[src/memBusPkg.sv]
`default_nettype none

package memBusPkg;

    // RAM side of the subsystem, one byte per cycle
    localparam int addrWidth = 32;
    localparam int byteWidth = 8;

    // request toward the synchronous RAM
    typedef struct packed {
        logic [addrWidth-1:0] addr;
        logic [byteWidth-1:0] wdata;
        logic                 write;
    } ramReq;

    // who currently owns the RAM port
    typedef enum logic [1:0] {
        stIdle,
        stFetch,
        stLoad,
        stStore
    } arbState;

endpackage

`default_nettype wire

[src/cpuReqPkg.sv]
`default_nettype none

package cpuReqPkg;

    localparam int xlen = 32;

    // instruction queue in front of the core
    localparam int fetchDepth = 4;
    localparam int fetchPtrWidth = $clog2(fetchDepth);

    // access length in bytes
    typedef enum logic [2:0] {
        lenByte = 3'd1,
        lenHalf = 3'd2,
        lenWord = 3'd4
    } accessLen;

    typedef enum logic {
        lsLoad,
        lsStore
    } lsKind;

    // one data access from the core
    typedef struct packed {
        logic [xlen-1:0] addr;
        logic [xlen-1:0] wdata;
        lsKind           kind;
        accessLen        len;
        logic            signedLoad;
    } dataReq;

    typedef struct packed {
        logic [xlen-1:0] pc;
        logic [xlen-1:0] inst;
    } fetchedInst;

endpackage

`default_nettype wire

[src/memArbiter.sv]
`timescale 1ns/1ns
`default_nettype none

module memArbiter (
    input  wire                              clk,
    input  wire                              rst,
    input  wire                              rdy,
    input  wire                              ioBufferFull,
    input  wire  [memBusPkg::byteWidth-1:0]  ramData,
    input  wire                              fetchEn,
    input  wire  [cpuReqPkg::xlen-1:0]       fetchAddr,
    input  wire                              dataEn,
    input  wire  cpuReqPkg::dataReq          dataIn,
    output memBusPkg::ramReq                 ramOut,
    output logic                             fetchDone,
    output logic [cpuReqPkg::xlen-1:0]       fetchWord,
    output logic                             dataDoneRaw,
    output logic [cpuReqPkg::xlen-1:0]       dataWord,
    output logic                             fetchBusy,
    output logic                             dataBusy
);
    import memBusPkg::*;
    import cpuReqPkg::*;

    arbState state;

    logic [addrWidth-1:0] baseAddr;
    accessLen             lenReg;
    logic [xlen-1:0]      wdataReg;
    logic [xlen-1:0]      asmReg;

    // bytes issued to the RAM and bytes already captured
    logic [2:0] issCnt;
    logic [2:0] capCnt;
    // a read address went out last cycle
    logic       pend;

    logic            active;
    logic            readState;
    logic            grantData;
    logic            grantFetch;
    logic            issue;
    logic [2:0]      capTotal;
    logic            readDone;
    logic            storeLast;
    logic [xlen-1:0] word;

    assign active    = rdy && !ioBufferFull;
    assign readState = (state == stFetch) || (state == stLoad);

    // data accesses win over fetches
    assign grantData  = active && (state == stIdle) && dataEn;
    assign grantFetch = active && (state == stIdle) && !dataEn && fetchEn;

    assign issue     = active && readState && (issCnt < lenReg);
    assign capTotal  = capCnt + {2'b00, pend};
    assign readDone  = active && readState && (capTotal == lenReg);
    assign storeLast = active && (state == stStore) && (issCnt == lenReg - 3'd1);

    // returning byte goes straight into its lane
    always_comb begin
        word = asmReg;
        if (pend) begin
            word[capCnt[1:0]*8 +: 8] = ramData;
        end
    end

    always_comb begin
        ramOut.addr  = baseAddr + {{(addrWidth-3){1'b0}}, issCnt};
        ramOut.wdata = wdataReg[issCnt[1:0]*8 +: 8];
        ramOut.write = active && (state == stStore);
    end

    assign fetchDone   = readDone && (state == stFetch);
    assign fetchWord   = word;
    assign dataDoneRaw = (readDone && (state == stLoad)) || storeLast;
    assign dataWord    = word;

    // ownership includes the grant cycle itself
    assign fetchBusy = (state == stFetch) || grantFetch;
    assign dataBusy  = (state == stLoad) || (state == stStore) || grantData;

    always_ff @(posedge clk) begin
        if (rst) begin
            state  <= stIdle;
            issCnt <= '0;
            capCnt <= '0;
            pend   <= 1'b0;
        end else begin
            pend <= issue;
            // capture still runs in a halted cycle
            if (pend) begin
                capCnt <= capTotal;
            end
            if (active) begin
                case (state)
                    stIdle: begin
                        if (grantData) begin
                            state <= (dataIn.kind == lsStore) ? stStore : stLoad;
                        end else if (grantFetch) begin
                            state <= stFetch;
                        end
                    end
                    stFetch, stLoad: begin
                        if (issue) begin
                            issCnt <= issCnt + 3'd1;
                        end
                        if (readDone) begin
                            state  <= stIdle;
                            issCnt <= '0;
                            capCnt <= '0;
                        end
                    end
                    stStore: begin
                        issCnt <= issCnt + 3'd1;
                        if (storeLast) begin
                            state  <= stIdle;
                            issCnt <= '0;
                        end
                    end
                    default: begin
                        state <= stIdle;
                    end
                endcase
            end
        end
    end

    always_ff @(posedge clk) begin
        if (grantData) begin
            baseAddr <= dataIn.addr;
            lenReg   <= dataIn.len;
            wdataReg <= dataIn.wdata;
        end else if (grantFetch) begin
            baseAddr <= fetchAddr;
            lenReg   <= lenWord;
        end
        if (pend) begin
            asmReg[capCnt[1:0]*8 +: 8] <= ramData;
        end
    end

endmodule

`default_nettype wire

[src/fetchBuffer.sv]
`timescale 1ns/1ns
`default_nettype none

module fetchBuffer (
    input  wire                        clk,
    input  wire                        rst,
    input  wire                        rdy,
    input  wire                        fetchDone,
    input  wire  [cpuReqPkg::xlen-1:0] fetchWord,
    input  wire                        fetchBusy,
    input  wire                        instTake,
    input  wire                        redirect,
    input  wire  [cpuReqPkg::xlen-1:0] redirectPc,
    output logic                       fetchEn,
    output logic [cpuReqPkg::xlen-1:0] fetchAddr,
    output logic                       instValid,
    output cpuReqPkg::fetchedInst      instOut
);
    import cpuReqPkg::*;

    localparam logic [xlen-1:0] resetPc = '0;

    fetchedInst queue [fetchDepth];

    logic [xlen-1:0]          pc;
    logic [fetchPtrWidth-1:0] wrPtr;
    logic [fetchPtrWidth-1:0] rdPtr;
    logic [fetchPtrWidth:0]   count;
    logic [fetchPtrWidth:0]   countNext;
    // drop the fetch that was in flight at a redirect
    logic                     discard;

    logic push;
    logic pop;

    assign push = fetchDone && !discard && !redirect;
    assign pop  = instTake && instValid;

    always_comb begin
        countNext = count;
        if (push && !pop) begin
            countNext = count + 1'b1;
        end else if (pop && !push) begin
            countNext = count - 1'b1;
        end
    end

    always_ff @(posedge clk) begin
        if (rst) begin
            pc      <= resetPc;
            wrPtr   <= '0;
            rdPtr   <= '0;
            count   <= '0;
            discard <= 1'b0;
            fetchEn <= 1'b0;
        end else if (rdy) begin
            if (redirect) begin
                pc      <= redirectPc;
                wrPtr   <= '0;
                rdPtr   <= '0;
                count   <= '0;
                discard <= fetchBusy && !fetchDone;
                fetchEn <= 1'b1;
            end else begin
                if (fetchDone && discard) begin
                    discard <= 1'b0;
                end
                if (push) begin
                    wrPtr <= wrPtr + 1'b1;
                    pc    <= pc + 32'd4;
                end
                if (pop) begin
                    rdPtr <= rdPtr + 1'b1;
                end
                count   <= countNext;
                fetchEn <= countNext != (fetchPtrWidth+1)'(fetchDepth);
            end
        end
    end

    always_ff @(posedge clk) begin
        if (rdy && push) begin
            queue[wrPtr] <= '{pc: pc, inst: fetchWord};
        end
    end

    assign fetchAddr = pc;
    assign instValid = count != '0;
    assign instOut   = queue[rdPtr];

endmodule

`default_nettype wire

[src/loadStoreFront.sv]
`timescale 1ns/1ns
`default_nettype none

module loadStoreFront (
    input  wire                        clk,
    input  wire                        rst,
    input  wire                        rdy,
    input  wire                        dataStart,
    input  wire  cpuReqPkg::dataReq    dataReqIn,
    input  wire                        dataDoneRaw,
    input  wire  [cpuReqPkg::xlen-1:0] dataWord,
    output logic                       dataEn,
    output cpuReqPkg::dataReq          dataOut,
    output logic                       dataBusy,
    output logic                       dataDone,
    output logic [cpuReqPkg::xlen-1:0] loadData
);
    import cpuReqPkg::*;

    dataReq reqReg;

    // keep only the low len bytes of the little-endian word
    function automatic logic [xlen-1:0] extend(input logic [xlen-1:0] raw,
                                               input accessLen len,
                                               input logic sgn);
        logic [xlen-1:0] res;
        case (len)
            lenByte: res = {{24{sgn & raw[7]}}, raw[7:0]};
            lenHalf: res = {{16{sgn & raw[15]}}, raw[15:0]};
            default: res = raw;
        endcase
        return res;
    endfunction

    always_ff @(posedge clk) begin
        if (rst) begin
            dataEn   <= 1'b0;
            dataBusy <= 1'b0;
            dataDone <= 1'b0;
        end else if (rdy) begin
            dataDone <= 1'b0;
            if (dataStart && !dataBusy) begin
                dataEn   <= 1'b1;
                dataBusy <= 1'b1;
            end else if (dataDoneRaw) begin
                dataEn   <= 1'b0;
                dataBusy <= 1'b0;
                dataDone <= 1'b1;
            end
        end
    end

    always_ff @(posedge clk) begin
        if (rdy) begin
            if (dataStart && !dataBusy) begin
                reqReg <= dataReqIn;
            end
            if (dataDoneRaw && reqReg.kind == lsLoad) begin
                loadData <= extend(dataWord, reqReg.len, reqReg.signedLoad);
            end
        end
    end

    assign dataOut = reqReg;

endmodule

`default_nettype wire

[src/memSubsystem.sv]
`timescale 1ns/1ns
`default_nettype none

module memSubsystem (
    input  wire                              clk,
    input  wire                              rst,
    input  wire                              rdy,
    input  wire                              ioBufferFull,
    input  wire                              dataStart,
    input  wire  cpuReqPkg::dataReq          dataReqIn,
    output logic                             dataBusy,
    output logic                             dataDone,
    output logic [cpuReqPkg::xlen-1:0]       loadData,
    output logic                             instValid,
    output cpuReqPkg::fetchedInst            instOut,
    input  wire                              instTake,
    input  wire                              redirect,
    input  wire  [cpuReqPkg::xlen-1:0]       redirectPc,
    output memBusPkg::ramReq                 ramOut,
    input  wire  [memBusPkg::byteWidth-1:0]  ramData
);
    import cpuReqPkg::*;

    logic            fetchEn;
    logic [xlen-1:0] fetchAddr;
    logic            fetchDone;
    logic [xlen-1:0] fetchWord;
    logic            fetchBusy;
    logic            dataEn;
    dataReq          dataHeld;
    logic            dataDoneRaw;
    logic [xlen-1:0] dataWord;

    memArbiter arb0 (
        .clk          (clk),
        .rst          (rst),
        .rdy          (rdy),
        .ioBufferFull (ioBufferFull),
        .ramData      (ramData),
        .fetchEn      (fetchEn),
        .fetchAddr    (fetchAddr),
        .dataEn       (dataEn),
        .dataIn       (dataHeld),
        .ramOut       (ramOut),
        .fetchDone    (fetchDone),
        .fetchWord    (fetchWord),
        .dataDoneRaw  (dataDoneRaw),
        .dataWord     (dataWord),
        .fetchBusy    (fetchBusy),
        .dataBusy     ()
    );

    fetchBuffer fetch0 (
        .clk        (clk),
        .rst        (rst),
        .rdy        (rdy),
        .fetchDone  (fetchDone),
        .fetchWord  (fetchWord),
        .fetchBusy  (fetchBusy),
        .instTake   (instTake),
        .redirect   (redirect),
        .redirectPc (redirectPc),
        .fetchEn    (fetchEn),
        .fetchAddr  (fetchAddr),
        .instValid  (instValid),
        .instOut    (instOut)
    );

    loadStoreFront lsf0 (
        .clk         (clk),
        .rst         (rst),
        .rdy         (rdy),
        .dataStart   (dataStart),
        .dataReqIn   (dataReqIn),
        .dataDoneRaw (dataDoneRaw),
        .dataWord    (dataWord),
        .dataEn      (dataEn),
        .dataOut     (dataHeld),
        .dataBusy    (dataBusy),
        .dataDone    (dataDone),
        .loadData    (loadData)
    );

endmodule

`default_nettype wire

[config.mk]
export PLATFORM = sky130hd
export DESIGN_NAME = memSubsystem
export DESIGN_NICKNAME = d
export VERILOG_FILES = /design/src/memBusPkg.sv /design/src/cpuReqPkg.sv /design/src/memArbiter.sv /design/src/fetchBuffer.sv /design/src/loadStoreFront.sv /design/src/memSubsystem.sv
export SDC_FILE = /design/constraint.sdc
export NUM_CORES = 1
export LEC_CHECK = 0
export BUFFER_PORTS_ARGS = -buffer_cell sky130_fd_sc_hd__buf_2
export CAP_MARGIN = 20
export CORE_MARGIN = 10
export CORE_UTILIZATION = 61
export DETAILED_ROUTE_END_ITERATION = 8
export PLACE_DENSITY = 0.83
export SLEW_MARGIN = 20
export SYNTH_ARGS = -nofsm -noshare
export SYNTH_HDL_FRONTEND = slang
export SYNTH_SLANG_ARGS = --single-unit
[constraint.sdc]
create_clock -name clk -period 8.1 [get_ports clk]
set_input_delay 1.62 -clock clk [delete_from_list [all_inputs] [get_ports clk]]
set_output_delay 1.62 -clock clk [all_outputs]
set_load 0.05 [all_outputs]
After elaboration in Yosys (flattened, before gate mapping) --
Memory sizes are Yosys's and may differ from the RTL's. A register that Yosys moved wholly into a read port is not among the register bits. Index checks and enable logic that the tools add are counted.
Storage, ports and cells: bits in latches 0, bits in registers 252, bits in read-only memories 0, memory bits (writable) 256, bits of input ports 116, memories 1, logic and storage cells 142, output and inout bits 140
Memories:
- fetch0.queue | depth 4, width 64, read ports 1, clocked after memory_dff 1, wr ports 1, RTL line fetchBuffer.sv:23 | fetchedInst queue [fetchDepth];
Cells by class: div/mod/pow operators 0, $lt $le $gt $ge 1, multipliers 0, eq/ne operators 12, shift operators 3, add/subtract/negate cells 10, bitwise logic cells 3, mux-type cells 41, reduce and logical (&&, ||, !) cells 49
Operators with widths (number):
- 2-to-1 mux 32 bit | 5
- case mux 32 bit (2 select lines) | 1
- 2-to-1 mux 3 bit | 12
- negation 5 -> 34 bit | 1
- variable shift 8 x 34 -> 32 bit (first input constant) | 1
- indexed part select 8 x 34 -> 32 bit | 1
- adder 32 x 3 -> 32 bit | 1
- adder 32 x 3 -> 32 bit (second input constant) | 1
- bitwise mux 32 bit | 1
- indexed part select 32 x 6 -> 8 bit | 1
- logical AND 1 bit | 22
- 2-to-1 mux 2 bit | 10
- AND reduction 2 bit | 6
- nonzero test 2 bit | 6
- 2-to-1 mux 1 bit | 10
- zero test 1 bit | 7
- adder 3 x 1 -> 3 bit (second input constant) | 2
- == test 3 bit | 2
- != test 3 x 1 -> 1 bit (second input constant) | 2
- case mux 2 bit (3 select lines) | 1
- case mux 3 bit (2 select lines) | 1
- subtractor 3 x 1 -> 3 bit (second input constant) | 2
- adder 2 x 1 -> 2 bit (second input constant) | 2
- == test 2 bit (second input constant) | 2
- other kinds (15) | 19

Longest topological paths before layout --
Gate-level depths: netlist of the first run.
depth in word-level cells 13, gate-level depth with buffers 10, depth with buffers taken out 9

Modules after synthesis --
A second synthesis of the first run with hierarchy kept.
Unflattened totals: cells, all modules 1287, area, all modules 20638.5 um^2
By module, submodules not included:
- fetchBuffer | seq. area each 8548.2 um^2, instances 1, area each 11931.4 um^2, cells each 664
- memArbiter | seq. area each 2832.7 um^2, instances 1, area each 5290.1 um^2, cells each 474
- loadStoreFront | seq. area each 3072.9 um^2, instances 1, area each 3417.0 um^2, cells each 149

Least setup slack after synthesis of the first run --
OpenSTA, ideal clock, no wires.
kind register to output, start point register arb0.issCnt[1], end point output port ramOut[37] (netlist name), arrival 3264 ps, setup slack 3216 ps, required time 6480 ps, path buffers 1, stages on the path, launching flop included 10, cell sequence dfxtp_1 > clkbuf_1 > inv_1 > fa_1 > nor2b_1 > nor2_1 > nor4_1 > nand2_1 > nor3_1 > xor2_1
RTL lines:
- start, declared | RTL line memArbiter.sv:33 | logic [2:0] issCnt;
- start signal, assigned | RTL line memArbiter.sv:106 | issCnt <= issCnt + 3'd1;
- start signal, assigned | RTL line memArbiter.sv:115 | issCnt <= issCnt + 3'd1;
- end, declared | RTL line memSubsystem.sv:19 | output memBusPkg::ramReq ramOut,

==> flow_summary.json, run 1 <==
{
  "cts_tree": "built",
  "rsz0062_at_grt": "false",
  "end_kind": "primary output",
  "die_h_microns": 201.7,
  "grt_pass1_wl_microns": 73120,
  "p_per_area_mw_per_mm2": 228.5,
  "required_ns": 6.48,
  "worst_slew_pin_slew_ns": 1.034,
  "netlist_area_sq_mm": 0.02014,
  "cts_resized": 0,
  "cts_buffer_depth": 3,
  "ant_nets": 0,
  "fp-row-count": 66,
  "fin_area_sq_mm": 0.02349,
  "clkTransAtPathRegs_ns": 0.06,
  "drt_iter0_drc": 1423,
  "io_buffers": 255,
  "area_delta_synth_final_pct": 16.65,
  "timing.final.crit_period_ns": 5.722,
  "initial_core_util": 0.6189,
  "dp_hpwl_microns": 32450,
  "final-setup-viol-count": 0,
  "grt_remaining_overflow": 0,
  "htree_levels": 2,
  "grt_antenna_before_repair": 7,
  "synth_edf_count": 424,
  "coreArea_sq_mm": 0.03254,
  "drc_errors": 0,
  "hold_viol": 0,
  "worstHoldPathType": "reg2reg",
  "status": "complete, no violations",
  "grt_max_degree": 71,
  "crit_fanout": 12,
  "drv_slew": 0,
  "gp_congestion": 0.9026,
  "fin_util": 0.7220,
  "synth-async-reset-ratio": 0,
  "ys_types": 68,
  "worst_slack_ns": 2.378,
  "fillers": 2054,
  "die_w_microns": 201.7,
  "viasPerCell": 5.992,
  "syn_inst": 1281,
  "synth-seq-cells": 510,
  "cts_root_buffer": "clkbuf_16",
  "crit_type": "reg2out",
  "post-place-ws_ns": 2.959,
  "cp-start-kind": "flop",
  "synth_area_per_cell_sq_um": 15.72,
  "layout-drive-gt1-share": 0.2792,
  "wl_microns": 48030,
  "leakagePower_nw": 8.493,
  "hold_buffers": 0,
  "crit_arrival_ns": 4.10,
  "dp.cells": 1945,
  "skew_ns": 0.02018,
  "cap_violations": 0,
  "numCtsBuffers": 48,
  "final_cells": 2037,
  "first_pass_iters": 7,
  "num_io_pins": 256,
  "max_slew_margin": 0.3090,
  "syn_nets": 1426,
  "setup-tns-final_ns": 0,
  "cts_setup_buffers": 0,
  "ys_warn_count": 0,
  "synth-seq-area-share": 0.7178,
  "routedWlPerCell_microns": 23.58,
  "nNetsFinal": 1698,
  "post-route-period-util": 0.7065,
  "clock_latency_ns": 0.55,
  "grtUsageTotal": 0.2322,
  "vdd_ir_drop_max_mv": 0.1785,
  "dpl-instance-area_sq_mm": 0.02190,
  "grt_pass1_vias": 12188,
  "max_clock_freq_ghz": 0.1748,
  "design.die.area_sq_mm": 0.04068,
  "synth_ff_type": "edfxtp_1",
  "vias": 12206,
  "cts.sinks": 510
}
Yosys cell counts, drive strengths merged (16+ instances only):
cell type / count / share of area
dfxtp: 86 / 0.085
nor2: 49 / 0.0095
nand3: 37 / 0.0092
inv: 54 / 0.010
xnor2: 25 / 0.011
nor3: 16 / 0.0042
edfxtp: 424 / 0.63
a22oi: 27 / 0.010
buf: 16 / 0.0042
xor2: 16 / 0.0070
a21oi: 39 / 0.0099
o21ai: 58 / 0.014
mux4: 72 / 0.081
ha: 28 / 0.017
nand2: 149 / 0.028
clkbuf: 35 / 0.0066
layout by cell type, fill, tap and decap left out, types with 9 or more instances in the layout:
master / Yosys / final
o21ai_0: 56 / 56
inv_1: 54 / 53
nor2_1: 48 / 47
xor2_1: 16 / 16
clkbuf_16: 0 / 49
edfxtp_1: 424 / 424
dfxtp_1: 86 / 84
nand4_1: 12 / 12
nand2_1: 149 / 149
buf_4: 3 / 19
a22oi_1: 27 / 27
ha_1: 28 / 28
nand2b_1: 10 / 10
clkinv_1: 1 / 10
nand3_1: 37 / 37
mux4_2: 72 / 72
nor3_1: 15 / 15
nor4_1: 10 / 9
a22o_1: 10 / 10
and3_1: 14 / 9
or3_1: 9 / 9
a21oi_1: 38 / 38
xnor2_1: 25 / 25
buf_2: 5 / 254
cell type report:
type	instances	area, sq um	share of cell area
Tap cell	442	553.0	0.02354
Inverter	55	206.4	0.008789
Timing Repair Buffer	273	1414	0.06019
Antenna cell	5	12.51	0.0005327
Clock buffer	61	1311	0.05582
Sequential cell	510	14460	0.6155
Clock inverter	26	256.5	0.01092
Multi-Input combinational cell	665	5278	0.2247
routing by layer:
metal,wire length (microns),up-vias,GRT usage
met5,13,-,0
met4,1297,2,0.07544
met3,4762,88,0.05414
met2,23100,659,0.3630
met1,18860,5999,0.3183
li1,-,5458,-
metrics by stage:
stage | hold slack (ns) | power, mW
2_1_floorplan | 0.4003 | 3.095
3_5_place_dp | 0.4045 | 3.182
4_1_cts | 0.4193 | 5.384
3_3_place_gp | 0.4016 | 3.174
5_1_grt | 0.4262 | 5.513
6_report | 0.4161 | 5.368
state kept, by name (all words and copies together) (netlist names), named ones only:
name,flops
arb0.asmReg,32
arb0.lenReg,3
lsf0.dataEn,1
fetch0.rdPtr,2
fetch0.fetchEn,1
arb0.baseAddr,32
arb0.wdataReg,32
lsf0.loadData,32
lsf0.dataDone,1
fetch0.fetchAddr,32
arb0.issCnt,3
fetch0.count,3
fetch0.queue,256
arb0.state,2
fetch0.discard,1
lsf0.dataOut,69
fetch0.wrPtr,2
arb0.capCnt,3
arb0.pend,1
worst paths after layout:
check | from | to | slack, ns | depth (start not counted)
worst max register to register | arb0.capCnt[0]$_SDFF_PP0_ | fetch0.queue[3][43]$_DFFE_PP_ | 4.33 | 7
worst max-delay path | arb0.issCnt[0]$_SDFFE_PP0P_ | ramOut[37] | 2.38 | 11
worst min register to register | lsf0.dataOut[35]$_DFFE_PP_ | arb0.wdataReg[30]$_DFFE_PP_ | 0.42 | 0
worst min-delay path | lsf0.dataOut[35]$_DFFE_PP_ | arb0.wdataReg[30]$_DFFE_PP_ | 0.42 | 0
power breakdown:
| part | total (mW) | leakage [nW] | internal (mW) | switching [mW] |
|---|---|---|---|---|
| Combinational | 0.201 | 3.16 | 0.0670 | 0.134 |
| Sequential | 2.93 | 4.57 | 2.89 | 0.0388 |
| Clock | 2.24 | 0.767 | 1.30 | 0.933 |
critical path, stage by stage, from the launching register on:
cell and delay, ns:
dfxtp_1 0.73, ha_1 0.30, inv_1 0.07, fa_1 0.40, nor2b_1 0.24, nor2_1 0.11
nor4_1 0.69, buf_4 0.26, nand2_1 0.11, nor3_1 0.20, xor2_1 0.16, buf_2 0.28
logic make-up after synthesis:
| family | synth area share |
|---|---|
| AOI/OAI and AO/OA | 0.06015 |
| DFF | 0.7178 |
| muxes | 0.08258 |
| adders and majority gates | 0.01839 |
| and+or+nand+nor | 0.07879 |
| buffers and inverters | 0.02106 |
| xor gates and xnor gates | 0.02125 |
Power figures use the tool's default switching activity.
==> inputs of run 2 (changes only) <==
ABC_AREA = 1   (was unset)
CORE_UTILIZATION = 52   (was 61)
PLACE_DENSITY = 0.76   (was 0.83)
clock period = 4.8 ns   (was 8.1 ns; I/O delays follow)
==> run 2 against run 1 <==
Net effect: final cell count up 27%; register-to-register slack worse by 2.7 ns; setup slack worse by 2.0 ns; clock-buffer cell count up 1; non-clock buffer count down 1; critical path depth up 4; utilization down 10 points; hold slack worse by 0.0045 ns; combinational power rose to 3.1 times the previous value.
==> flow_summary.json, run 2 <==
{
  "status": "complete, no violations",
  "grt_pass1_wl_microns": 79490,
  "gp_congestion": 0.9280,
  "synth_fa_ha_area_frac": 0.01793,
  "fin_area_sq_mm": 0.02420,
  "crit_fanout": 13,
  "vdd_ir_drop_max_mv": 0.3438,
  "crit_type": "reg2out",
  "synthMuxAreaShare": 0,
  "netlist_top_cells_count": "edfxtp_1, nand2_1, o21ai_0",
  "routedWlPerCell_microns": 20.01,
  "drc_errors": 0,
  "synth_area_per_cell_sq_um": 11.64,
  "worstHoldPathType": "reg2reg",
  "largest_reg_flops": 256,
  "initial_core_util": 0.5307,
  "end_kind": "primary output",
  "synth_top_family_by_area": "simple AND/OR/NAND/NOR gates",
  "max_slew_margin": 0.3359,
  "grt_antenna_before_repair": 8,
  "clkTransAtPathRegs_ns": 0.07,
  "synth-async-reset-ratio": 0,
  "reg2reg_to": "lsf0.loadData[21]$_DFFE_PP_",
  "synth_edf_count": 424,
  "synth_area_leaders": "edfxtp_1, dfxtp_1, o21ai_0",
  "io_buffers": 255,
  "path_cells": "clkinv_2 -> fa_1 -> inv_1 -> nand2_1 -> nand2_1 -> nand2_1 -> nor2_4 -> nand3_2 -> nor2_2 -> nand2_1 -> nor2_1 -> nand3_1 -> nor2_1 -> xor2_1 -> buf_2",
  "ys_types": 44,
  "synthXorXnorAreaFrac": 0.01866,
  "clock_latency_ns": 0.61,
  "cp-start-kind": "flop",
  "cts_tree": "built",
  "synth_ff_type": "edfxtp_1",
  "rr_startpoint": "arb0.capCnt[0]$_SDFF_PP0_",
  "worst_r2r_path_depth": 8,
  "nNetsFinal": 2169,
  "numCtsBuffers": 49,
  "timing.final.crit_period_ns": 4.454,
  "post-place-ws_ns": 0.5223,
  "die_w_microns": 219.3,
  "vias": 14392,
  "dp_hpwl_microns": 34350,
  "p_seq_frac": 0.521,
  "design.die.area_sq_mm": 0.04809,
  "syn_nets": 1919,
  "max_clock_freq_ghz": 0.2245,
  "netSwitchingFraction": 0.2307,
  "synth.most_common_cell": "edfxtp_1",
  "grt_remaining_overflow": 0,
  "final_common_cell": "edfxtp_1",
  "drv_slew": 0,
  "max_stage_delay_ns": 0.48,
  "cts.sinks": 510,
  "fp-row-count": 72,
  "area_delta_synth_final_pct": 17.17,
  "synth_compound_area_frac": 0.1043,
  "worst_slack_ns": 0.3459,
  "num_io_pins": 256,
  "p_clk_frac": 0.413,
  "netlist_area_sq_mm": 0.02065,
  "coreArea_sq_mm": 0.03892,
  "die_h_microns": 219.3,
  "synth_largest_area_cell": "edfxtp_1",
  "grtUsageTotal": 0.2116,
  "worst_slew_pin_slew_ns": 0.9877,
  "required_ns": 3.84,
  "rsz0062_at_grt": "false",
  "drt_iter0_drc": 1262,
  "post-route-period-util": 0.9279,
  "crit_arrival_ns": 3.49,
  "synth-seq-cells": 510,
  "wl_microns": 51680,
  "cap_violations": 0,
  "layout-drive-gt1-share": 0.1876,
  "final-setup-viol-count": 0,
  "p_per_area_mw_per_mm2": 395.6,
  "dpl-instance-area_sq_mm": 0.02252,
  "critical_path.slowest_cell": "fa_1",
  "ant_nets": 0,
  "regMostFlops": "fetch0.queue",
  "htree_levels": 2,
  "cp-startpoint": "arb0.issCnt[1]$_SDFFE_PP0P_",
  "fin_util": 0.6218,
  "synth-simple-area-share": 0.1227,
  "synth-seq-area-share": 0.6998,
  "syn_inst": 1774,
  "p_int_mw": 7.365,
  "yosys.area.top_type_share": 0.6165,
  "crit_path_frequent_cell": "nand2_1",
  "r2r_slack_ns": 1.59,
  "grt_pass1_vias": 14060,
  "grt_max_degree": 87,
  "first_pass_iters": 5,
  "comb_power_share": 0.066,
  "critPathCapture": "ramOut[37]",
  "cts_root_buffer": "clkbuf_16",
  "leakagePower_nw": 9.325,
  "final_cell_mix": "edfxtp_1, nand2_1, buf_2",
  "skew_ns": 0.02215,
  "viasPerCell": 5.572,
  "hold_viol": 0,
  "ys_warn_count": 0,
  "switching_power_mw": 2.209,
  "cts_buffer_depth": 3
}
==> run 2: how the worst min path moves through the flow <==
stage / startpoint / end / slack, ns / depth (start not counted)
floorplan: lsf0.dataOut[5]$_DFFE_PP_ / arb0.wdataReg[0]$_DFFE_PP_ / 0.40 / 0
global placement: lsf0.dataOut[35]$_DFFE_PP_ / arb0.wdataReg[30]$_DFFE_PP_ / 0.40 / 0
detailed placement: lsf0.dataOut[15]$_DFFE_PP_ / arb0.wdataReg[10]$_DFFE_PP_ / 0.40 / 0
CTS: lsf0.dataOut[5]$_DFFE_PP_ / arb0.wdataReg[0]$_DFFE_PP_ / 0.40 / 0
global route: lsf0.dataOut[5]$_DFFE_PP_ / arb0.wdataReg[0]$_DFFE_PP_ / 0.42 / 0
finish: lsf0.dataOut[5]$_DFFE_PP_ / arb0.wdataReg[0]$_DFFE_PP_ / 0.41 / 0
==> run 2: worst max-delay path, delay by kind of cell (launching register included) <==
kind | cells | cell delay [ns]
adder cells (fa/ha/maj) | 1 | 0.48
flip-flops | 1 | 0.44
XOR/XNOR | 1 | 0.15
buffers and inverters | 3 | 0.53
AND/OR/NAND/NOR | 10 | 1.27
==> run 2: through the flow <==
step | power, mW | instances | hold slack [ns] | setup TNS, ns
6_report | 9.574 | 2583 | 0.4116 | 0
2_1_floorplan | 5.482 | 1774 | 0.4003 | -22.67
4_1_cts | 9.634 | 2581 | 0.4004 | 0
3_3_place_gp | 5.691 | 2491 | 0.4032 | 0
5_1_grt | 9.885 | 2581 | 0.4192 | 0
3_5_place_dp | 5.712 | 2491 | 0.4045 | 0
==> run 2: kinds of logic after synthesis <==
family / Yosys count
and+or+nand+nor: 607
buffers and inverters: 195
adders and majority gates: 29
DFF: 510
AOI/OAI and AO/OA: 389
xor gates and xnor gates: 44
==> run 2: timing repair <==
item | 4_1_cts | 5_1_grt
endpoints found under the setup margin | 4 | 2
setup buffers | 0 | 0
gates resized for setup | 2 | 1
gates cloned | 0 | 0
hold buffers | 0 | 0
pin swaps | 0 | 0
==> run 2: area by class of cell <==
type / instances / area, sq um
fill: 3031 / 14720
sequential: 510 / 14460
timing repair buffer: 272 / 1466
clock inverter: 28 / 341.6
tap: 518 / 648.1
inverter: 122 / 460.4
antenna: 2 / 5.005
multi-input combinational: 1069 / 5492
clock buffer: 62 / 1325
==> run 2: routing by layer <==
layer  part of all wire  track usage
met1               0.41       0.2861
met4              0.022      0.05861
met5             0.0017            0
met3              0.094      0.06011
met2               0.47       0.3290
==> run 2: power by group through the flow <==
stage          clock network, mW  registers, mW  logic (mW)
3_5_place_dp                   0           5.08       0.633
5_1_grt                     4.20           5.00       0.690
6_report                    3.95           4.99       0.631
2_1_floorplan                  0           5.05       0.433
4_1_cts                     4.01           4.99       0.635
3_3_place_gp                   0           5.08       0.616
==> inputs of run 3 (changes only) <==
CORE_UTILIZATION = 53   (was 52)
PLACE_DENSITY = 0.77   (was 0.76)
SYNTH_HIERARCHICAL = 1   (was unset)
==> run 3 against run 2 <==
Net effect: final cell count rose by 5.9%; via count up 5.6%; clock skew increased by 0.0043 ns; sequential power hardly changed; clock-buffer cell count grew 13; final area increased by 1.9%; first-iteration DRC count grew 0.95%; register-to-register slack got worse by 0.22 ns; sequential share of layout area decreased by 1.1 points; critical path type unchanged; critical path depth shrank 6; fmax up 17%; largest power group unchanged; area after synthesis up 3.6%.
==> flow_summary.json, run 3 <==
{
  "status": "complete, no violations",
  "seqCellArea_sq_mm": 0.01446,
  "end_kind": "primary output",
  "clkTransAtPathRegs_ns": 0.06,
  "hold_buffers": 0,
  "p_per_area_mw_per_mm2": 397.0,
  "cts_root_buffer": "clkbuf_16",
  "max_slew_margin": 0.1781,
  "regMostFlops": "fetch0/queue",
  "cts.sinks": 510,
  "multi_input_area_sq_mm": 0.005958,
  "grt_max_degree": 129,
  "dp.cells": 2640,
  "coreArea_sq_mm": 0.03982,
  "worst_slack_ns": 0.9770,
  "gp_congestion": 0.9106,
  "die_h_microns": 220.9,
  "cap_violations": 0,
  "largest_reg_flops": 256,
  "final-setup-viol-count": 0,
  "cts_tree": "built",
  "cts_buffer_depth": 3,
  "crit_arrival_ns": 2.86,
  "critical_path.slowest_cell": "nor3_1",
  "final_common_cell": "edfxtp_1",
  "die_w_microns": 220.9,
  "syn_nets": 2098,
  "first_pass_iters": 5,
  "routedWlPerCell_microns": 19.58,
  "layout-drive-gt1-share": 0.1828,
  "max_clock_freq_ghz": 0.2616,
  "grtUsageTotal": 0.2141,
  "grt_pass1_wl_microns": 84040,
  "netlist_area_sq_mm": 0.02139,
  "required_ns": 3.84,
  "fillers": 3143,
  "power.total_mw": 9.790,
  "numCtsBuffers": 50,
  "hold_viol": 0,
  "clock_latency_ns": 0.60,
  "final_cells": 2736,
  "num_io_pins": 256,
  "io_buffers": 255,
  "syn_inst": 1954,
  "worst_slew_pin_slew_ns": 1.222,
  "crit_fanout": 20,
  "post-route-period-util": 0.7964,
  "grt_antenna_before_repair": 6,
  "viasPerCell": 5.555,
  "nNetsFinal": 2312,
  "area_delta_synth_final_pct": 15.26,
  "cts_resized": 0,
  "cp_top_family": "simple AND/OR/NAND/NOR gates",
  "htree_levels": 2,
  "initial_core_util": 0.5372,
  "design.die.area_sq_mm": 0.04880,
  "vias": 15199,
  "grt_pass1_vias": 14938,
  "crit_buf_inv": 2,
  "cts_setup_buffers": 0,
  "drt_iter0_drc": 1274,
  "timing.final.crit_period_ns": 3.823,
  "dp_hpwl_microns": 36060,
  "grt_remaining_overflow": 0,
  "leakagePower_nw": 9.624,
  "ys_warn_count": 6,
  "ant_nets": 0,
  "setup-tns-final_ns": 0,
  "max_stage_delay_ns": 0.34,
  "cp-start-kind": "flop",
  "drv_slew": 0,
  "crit_type": "reg2out",
  "final_cell_mix": "edfxtp_1, nand2_1, nor2_1",
  "fp-row-count": 73,
  "synth_area_per_cell_sq_um": 10.95,
  "post-place-ws_ns": 1.210,
  "wl_microns": 53570,
  "path_cells": "buf_4 -> ha_1 -> fa_1 -> a21oi_1 -> nor2_1 -> nand2_1 -> nor3_1 -> xor2_1 -> buf_2",
  "rsz0062_at_grt": "false",
  "worstHoldPathType": "reg2reg",
  "skew_ns": 0.02642,
  "drc_errors": 0,
  "vdd_ir_drop_max_mv": 0.3151
}
run 3: layout make-up:
class | count | area share
timing repair buffer | 272 | 0.06043
clock inverter | 19 | 0.008981
inverter | 105 | 0.01603
tap | 525 | 0.02664
clock buffer | 75 | 0.05992
antenna | 1 | 0.0001015
multi-input combinational | 1229 | 0.2416
sequential | 510 | 0.5863
run 3: metrics by stage:
step / utilization / hold slack [ns] / instance area, sq um
floorplan: - / 0.4003 / 21390
global placement: 0.5757 / 0.4035 / 22930
detailed placement: 0.5757 / 0.4045 / 22930
CTS: 0.6184 / 0.4158 / 24630
global route: 0.6192 / 0.4253 / 24660
finish: 0.6192 / 0.4154 / 24660
run 3: worst paths after layout:
path                                     from                             to  slack [ns]  cells after the start
setup / recovery  arb0/issCnt[0]$_SDFFE_PP0P_                     ramOut[33]        0.98                      9
hold / removal      lsf0/dataOut[5]$_DFFE_PP_     arb0/wdataReg[0]$_DFFE_PN_        0.42                      0
setup reg to reg    arb0/capCnt[0]$_SDFF_PP0_  fetch0/queue[0][61]$_DFFE_PP_        1.37                     15
hold reg to reg     lsf0/dataOut[5]$_DFFE_PP_     arb0/wdataReg[0]$_DFFE_PN_        0.42                      0
run 3: worst reg2reg max path: stages (launching register included):
cell	delay (ns)
dfxtp_1	0.65
ha_1	0.27
ha_1	0.21
inv_1	0.07
nand2_1	0.08
nand3_1	0.07
nand2_1	0.06
nand3_1	0.18
nor2_1	0.20
nand2_1	0.10
nor2_1	0.20
inv_1	0.07
nor2_1	0.18
inv_1	0.21
nor2_4	0.15
buf_12	0.35
run 3: power by group:
| group | switching (mW) | internal, mW | leakage, nW |
|---|---|---|---|
| sequential | 0.0764 | 4.94 | 4.78 |
| combinational | 0.610 | 0.198 | 4.02 |
| clock | 1.66 | 2.31 | 0.833 |
run 3: routing by layer:
layer / track usage / wire, microns / vias up
li1: - / - / 7192
met1: 0.2896 / 22610 / 7276
met2: 0.3365 / 25080 / 633
met3: 0.04469 / 4398 / 92
met4: 0.07618 / 1435 / 6
met5: 0 / 41 / -
